`config.mk`:
```
export PLATFORM = sky130hd
export DESIGN_NAME = operand_check
export DESIGN_NICKNAME = d
export VERILOG_FILES = /design/src/logic/ctrl_pkg.sv /design/src/logic/ledger_pkg.sv /design/src/logic/operand_check.sv
export VERILOG_INCLUDE_DIRS = /design/src /design/src/logic
export SDC_FILE = /design/constraint.sdc
export NUM_CORES = 1
export LEC_CHECK = 0
export CELL_PAD_IN_SITES_DETAIL_PLACEMENT = 2
export CELL_PAD_IN_SITES_GLOBAL_PLACEMENT = 2
export CORE_MARGIN = 1.5
export CORE_UTILIZATION = 44
export DETAILED_ROUTE_END_ITERATION = 8
export DONT_BUFFER_PORTS = 1
export HOLD_SLACK_MARGIN = 0.1
export PLACE_DENSITY_LB_ADDON = 0.1
export SYNTH_ARGS = -nofsm -noshare
export SYNTH_HDL_FRONTEND = slang
export SYNTH_SLANG_ARGS = --single-unit
```
`constraint.sdc`:
```
create_clock -name clk -period 2 [get_ports clk]
set_input_delay 0.4 -clock clk [delete_from_list [all_inputs] [get_ports clk]]
set_output_delay 0.4 -clock clk [all_outputs]
set_load 0.02 [all_outputs]
```
`src/logic/mat_config.svh`:
```
`ifndef MAT_CONFIG_SVH
`define MAT_CONFIG_SVH

// ==============================
// ledger sizing
// ==============================
`define MAT_MAX_TYPES 25 // shape entries in the ledger

// datapath widths
`define MAT_DIM_W  8 // one dimension
`define MAT_ADDR_W 9 // storage address

`endif

```
`src/logic/ctrl_pkg.sv`:
```
package ctrl_pkg;

    // controller states
    typedef enum logic [3:0] {
        ST_IDLE          = 4'd0,
        ST_INPUT         = 4'd1,
        ST_SELECT_OP     = 4'd2,
        ST_GET_DIM       = 4'd3,
        ST_FILTER        = 4'd4,
        ST_GET_ID        = 4'd5,
        ST_CHECK         = 4'd6,
        ST_EXECUTE       = 4'd7,
        ST_WAIT_DECISION = 4'd8,
        ST_ERROR         = 4'd9
    } ctrl_state_e;

    // operation codes, unlisted codes behave as matmul
    typedef enum logic [2:0] {
        OP_TRANSPOSE = 3'd0,
        OP_ADD       = 3'd1,
        OP_MATMUL    = 3'd3
    } op_e;

endpackage

```
`src/logic/ledger_pkg.sv`:
```
`include "mat_config.svh"

package ledger_pkg;

    typedef logic [`MAT_DIM_W-1:0]  dim_t;
    typedef logic [`MAT_ADDR_W-1:0] addr_t;

    typedef struct packed {
        dim_t m; // rows
        dim_t n; // cols
    } shape_t;

    typedef logic [4:0] lidx_t; // ledger index / types count
    typedef logic [1:0] vcnt_t; // per shape, saturates at 2
    typedef logic [7:0] cnt_t;  // total matrices stored

endpackage

```
`src/logic/operand_check.sv`:
```
`include "mat_config.svh"

module operand_check import ctrl_pkg::*, ledger_pkg::*; (
    input  logic   clk,
    input  logic   rst_n,
    input  op_e    i_op,
    input  logic   i_load1,
    input  logic   i_load2,
    input  shape_t i_shape,
    output logic   o_legal,
    output shape_t o_res_shape
);

    shape_t op1;
    shape_t op2;

    always_ff @(posedge clk or negedge rst_n) begin
        if (!rst_n) begin
            op1 <= '0;
            op2 <= '0;
        end else begin
            if (i_load1) op1 <= i_shape;
            if (i_load2) op2 <= i_shape; // unused for transpose
        end
    end

    // legality and predicted result shape
    always_comb begin
        case (i_op)
            OP_TRANSPOSE: begin
                o_legal     = 1'b1;
                o_res_shape = '{m: op1.n, n: op1.m};
            end
            OP_ADD: begin
                o_legal     = (op1 == op2);
                o_res_shape = op1;
            end
            default: begin // matmul
                o_legal     = (op1.n == op2.m);
                o_res_shape = '{m: op1.m, n: op2.n};
            end
        endcase
    end

endmodule

```
==> impl_results.md <==
* Initial antenna violation count at 0
* Die area at around 4300 sq um
* RSZ-0062 raised after global routing: yes
* Largest net degree at the start of global routing at 33
* Fin crit share at 1.009
* Clock Pin Slew Worst Setup and Hold Paths at ~0.070 ns
* DRC viols at 0
* DR vias/cell at roughly 5.6
* Startpoint types: flip-flop
* Starting DRT DRC Count at 18
* Sequential-to-total area share from yosys stat at 0.4624
* Capturing point of the worst reg2reg path: op1[9]
* Clk_skew at 0 ns
* Antenna cells at 0
* GPL Wtd Cong at between 0.7 and 0.8
* Yosys warnings at 0
* Max Fclk at 0.4957 GHz
* Pwr Total at 1.694 mW
* CP arrival at between 1.5 and 2 ns
* Depth of the CTS H-tree at 2
* Rows at 22
* Fillers at 360
* Maxcap violations at 0
* Drt total wl at about 4.4 mm
* Hold Slack at ~0.25 ns
* Area leader, netlist: dfrtp_1
* Yosys reg bits at 32
* # setup viols final at 1
* Layout cells sized above 1 at 0.4528
* CTS tree: yes
* Initial core utilization at 0.4660
* Reg2Reg Launch Point: op1[9]
* Mapped Nets at around 160
* Post-synth EDFFs at 0
* Number of global-route vias before repair at 1351
* Power density over the cells at about 840 nW/um^2
* Met1 usage at 0.2670
* Req. time, crit path at 1.60 ns
* Core Footprint at 3716 sq um
* Congestion Overflow GR at 0
* Distinct cells, synth at 17
* Die span in y at 65.74 um
* Setup WS pre-CTS at 0.1010 ns
* CTS root buf: clkbuf_8
* DRT Pass-1 Iters at 2
* CP Cell Sequence: xor2_1 -> nor4_2 -> nand3_1 -> o21ai_2 -> buf_6
* Port bufs at 0
* M2 GR Usage at 0.4078
* CP max stage cell: dfrtp_1
* Clock Tree Buf Depth at 2
* Crit Path Class: reg2out
* Failing checks: negative setup slack
* Worst vdd ir at 0.0004661 V
* Synth top cells by count: 40 x mux2_2, 32 x dfrtp_1, 23 x xor2_1
* Wire length per cell after detailed routing at around 21 um
* Hold Path Sink: op1[12]
* Count leader, synth: mux2_2
* Min Clock Period, post-route at 2.017 ns
* Crit path max fanout at 3
* Hold path cells at 1
* Status: complete, but fails checks
* First-pass GRT wire length at between 7 and 8 mm
* Met3 usage at 0.07363
* Slew HR at 0.8112
* Gate Count Post-Synth at 139
* Synth area leaders: dfrtp_1 46%, mux2_2 26%, xor2_1 12%, mux2i_1 4.6%, a21oi_1 2.3%
* Actual slew at the worst max-slew pin at 0.2811 ns
* Mapped Area at 1732 sq um
* Setup TNS Final at -0.01733 ns
* Largest stage delay, worst path at roughly 0.42 ns
* Hold/Removal Path Class: in2reg
* Die width at 65.74 um
* PnR worst setup slack at -0.01733 ns
* Syn_area_per_cell at 12.46 sq um
* Post-synth top flop: dfrtp_1
* Slew Limit Fails at 0
* Leakage power at approximately 0.86 nW
* CTS sink count at 32
* Inserted Clock Buffers at 5
* Post-synth top area share at 0.4624
* Hold Crit Start: i_shape[12]
* Total GRT Usage at 0.2340
* Io pins at 40
* Area growth syn-to-layout at 16.98%
* Clock Latency Late Sink at a little under 0.3 ns
* Setup slack, reg-to-reg at 1.07 ns
* Final ANT Viol Nets at 0
* Post-DP HPWL at between 2 and 3 mm
* Crit end category: output port
* GRT busiest layer: met2
* Asr flop ratio synth at 1.000
* Final-stage net count at 181
* Vias at 1160
* Final Hold Fails at 0
* R2r worst-path depth at 2
[cell type report]
type | instances | area (sq um) | share of cell area
repair buffers | 18 | 153.9 | 0.07597
clock inverters | 2 | 10.01 | 0.004941
multi-input cells | 101 | 917.1 | 0.4527
clock buffers | 6 | 82.58 | 0.04077
flip-flops and latches | 32 | 802.0 | 0.3959
well taps | 48 | 60.06 | 0.02965
[report_power, final]
part	leakage [nW]	switching [mW]	internal [mW]
Sequential	0.373	0.0796	0.713
Combinational	0.440	0.190	0.189
Clock	0.0510	0.248	0.274
Total	0.864	0.518	1.18
[state kept, by name (all words and copies together) (netlist names)]
name,cells
op1,16
op2,16
[logic make-up (layout without fill, tap and decap cells)]
kind of cell / after synthesis / count (layout) / share of synthesized area
AND/OR/NAND/NOR: 19 / 19 / 0.05925
buffers and inverters: 6 / 26 / 0.02095
XOR/XNOR: 24 / 24 / 0.1214
AO/OA/AOI/OAI: 10 / 10 / 0.02962
flip-flops: 32 / 32 / 0.4624
multiplexers: 48 / 48 / 0.3064
[worst max-delay path: cells and delay by family (launching register included)]
family / cells / cell delay (ns)
AND/OR/NAND/NOR: 2 / 0.43
flip-flops: 1 / 0.42
AO/OA/AOI/OAI: 1 / 0.16
XOR/XNOR: 1 / 0.18
buffers and inverters: 1 / 0.13
[layer usage]
| layer | wire length (um) | share of wire | vias to the layer above |
|---|---|---|---|
| met5 | 0 | 0 | - |
| met4 | 65 | 0.015 | 0 |
| met3 | 189 | 0.043 | 5 |
| met2 | 2287 | 0.52 | 26 |
| met1 | 1852 | 0.42 | 604 |
| li1 | - | - | 525 |
[through the flow]
step,cell area (sq um),std cells,util
after floorplan,1732,139,-
after global placement,1846,193,0.4966
after detailed placement,1846,193,0.4966
after CTS,2013,207,0.5418
after global routing,2026,207,0.5451
final,2026,207,0.5451
[how the worst max path moves through the flow]
stage,cells after the start,slack (ns),endpoint,start
floorplan,4,0.18,o_legal,op1[0]
global placement,5,0.14,o_legal,op1[4]
detailed placement,5,0.10,o_legal,op1[7]
CTS,5,-0.06,o_legal,op1[15]
global route,5,-0.15,o_legal,op2[15]
finish,5,-0.02,o_legal,op2[15]
[layout by cell type (no fill, tap or decap), drive strengths merged]
cell / instances
a31oi: 1
dfrtp: 32
a21oi: 8
dlygate4sd3: 1
nor4: 4
buf: 17
nor3: 3
nor2: 10
clkinv: 2
o21ai: 1
nand4: 1
mux2i: 8
xor2: 23
xnor2: 1
mux2: 40
nand3: 1
clkbuf: 6
[timing repair]
action,in CTS,in global routing
hold buffers,2,0
gates resized for setup,5,2
setup endpoints to repair,1,1
pin swaps,4,1
setup buffers,4,0
hold endpoints to repair,32,0
Note: power is estimated with default switching activity, not from simulation.
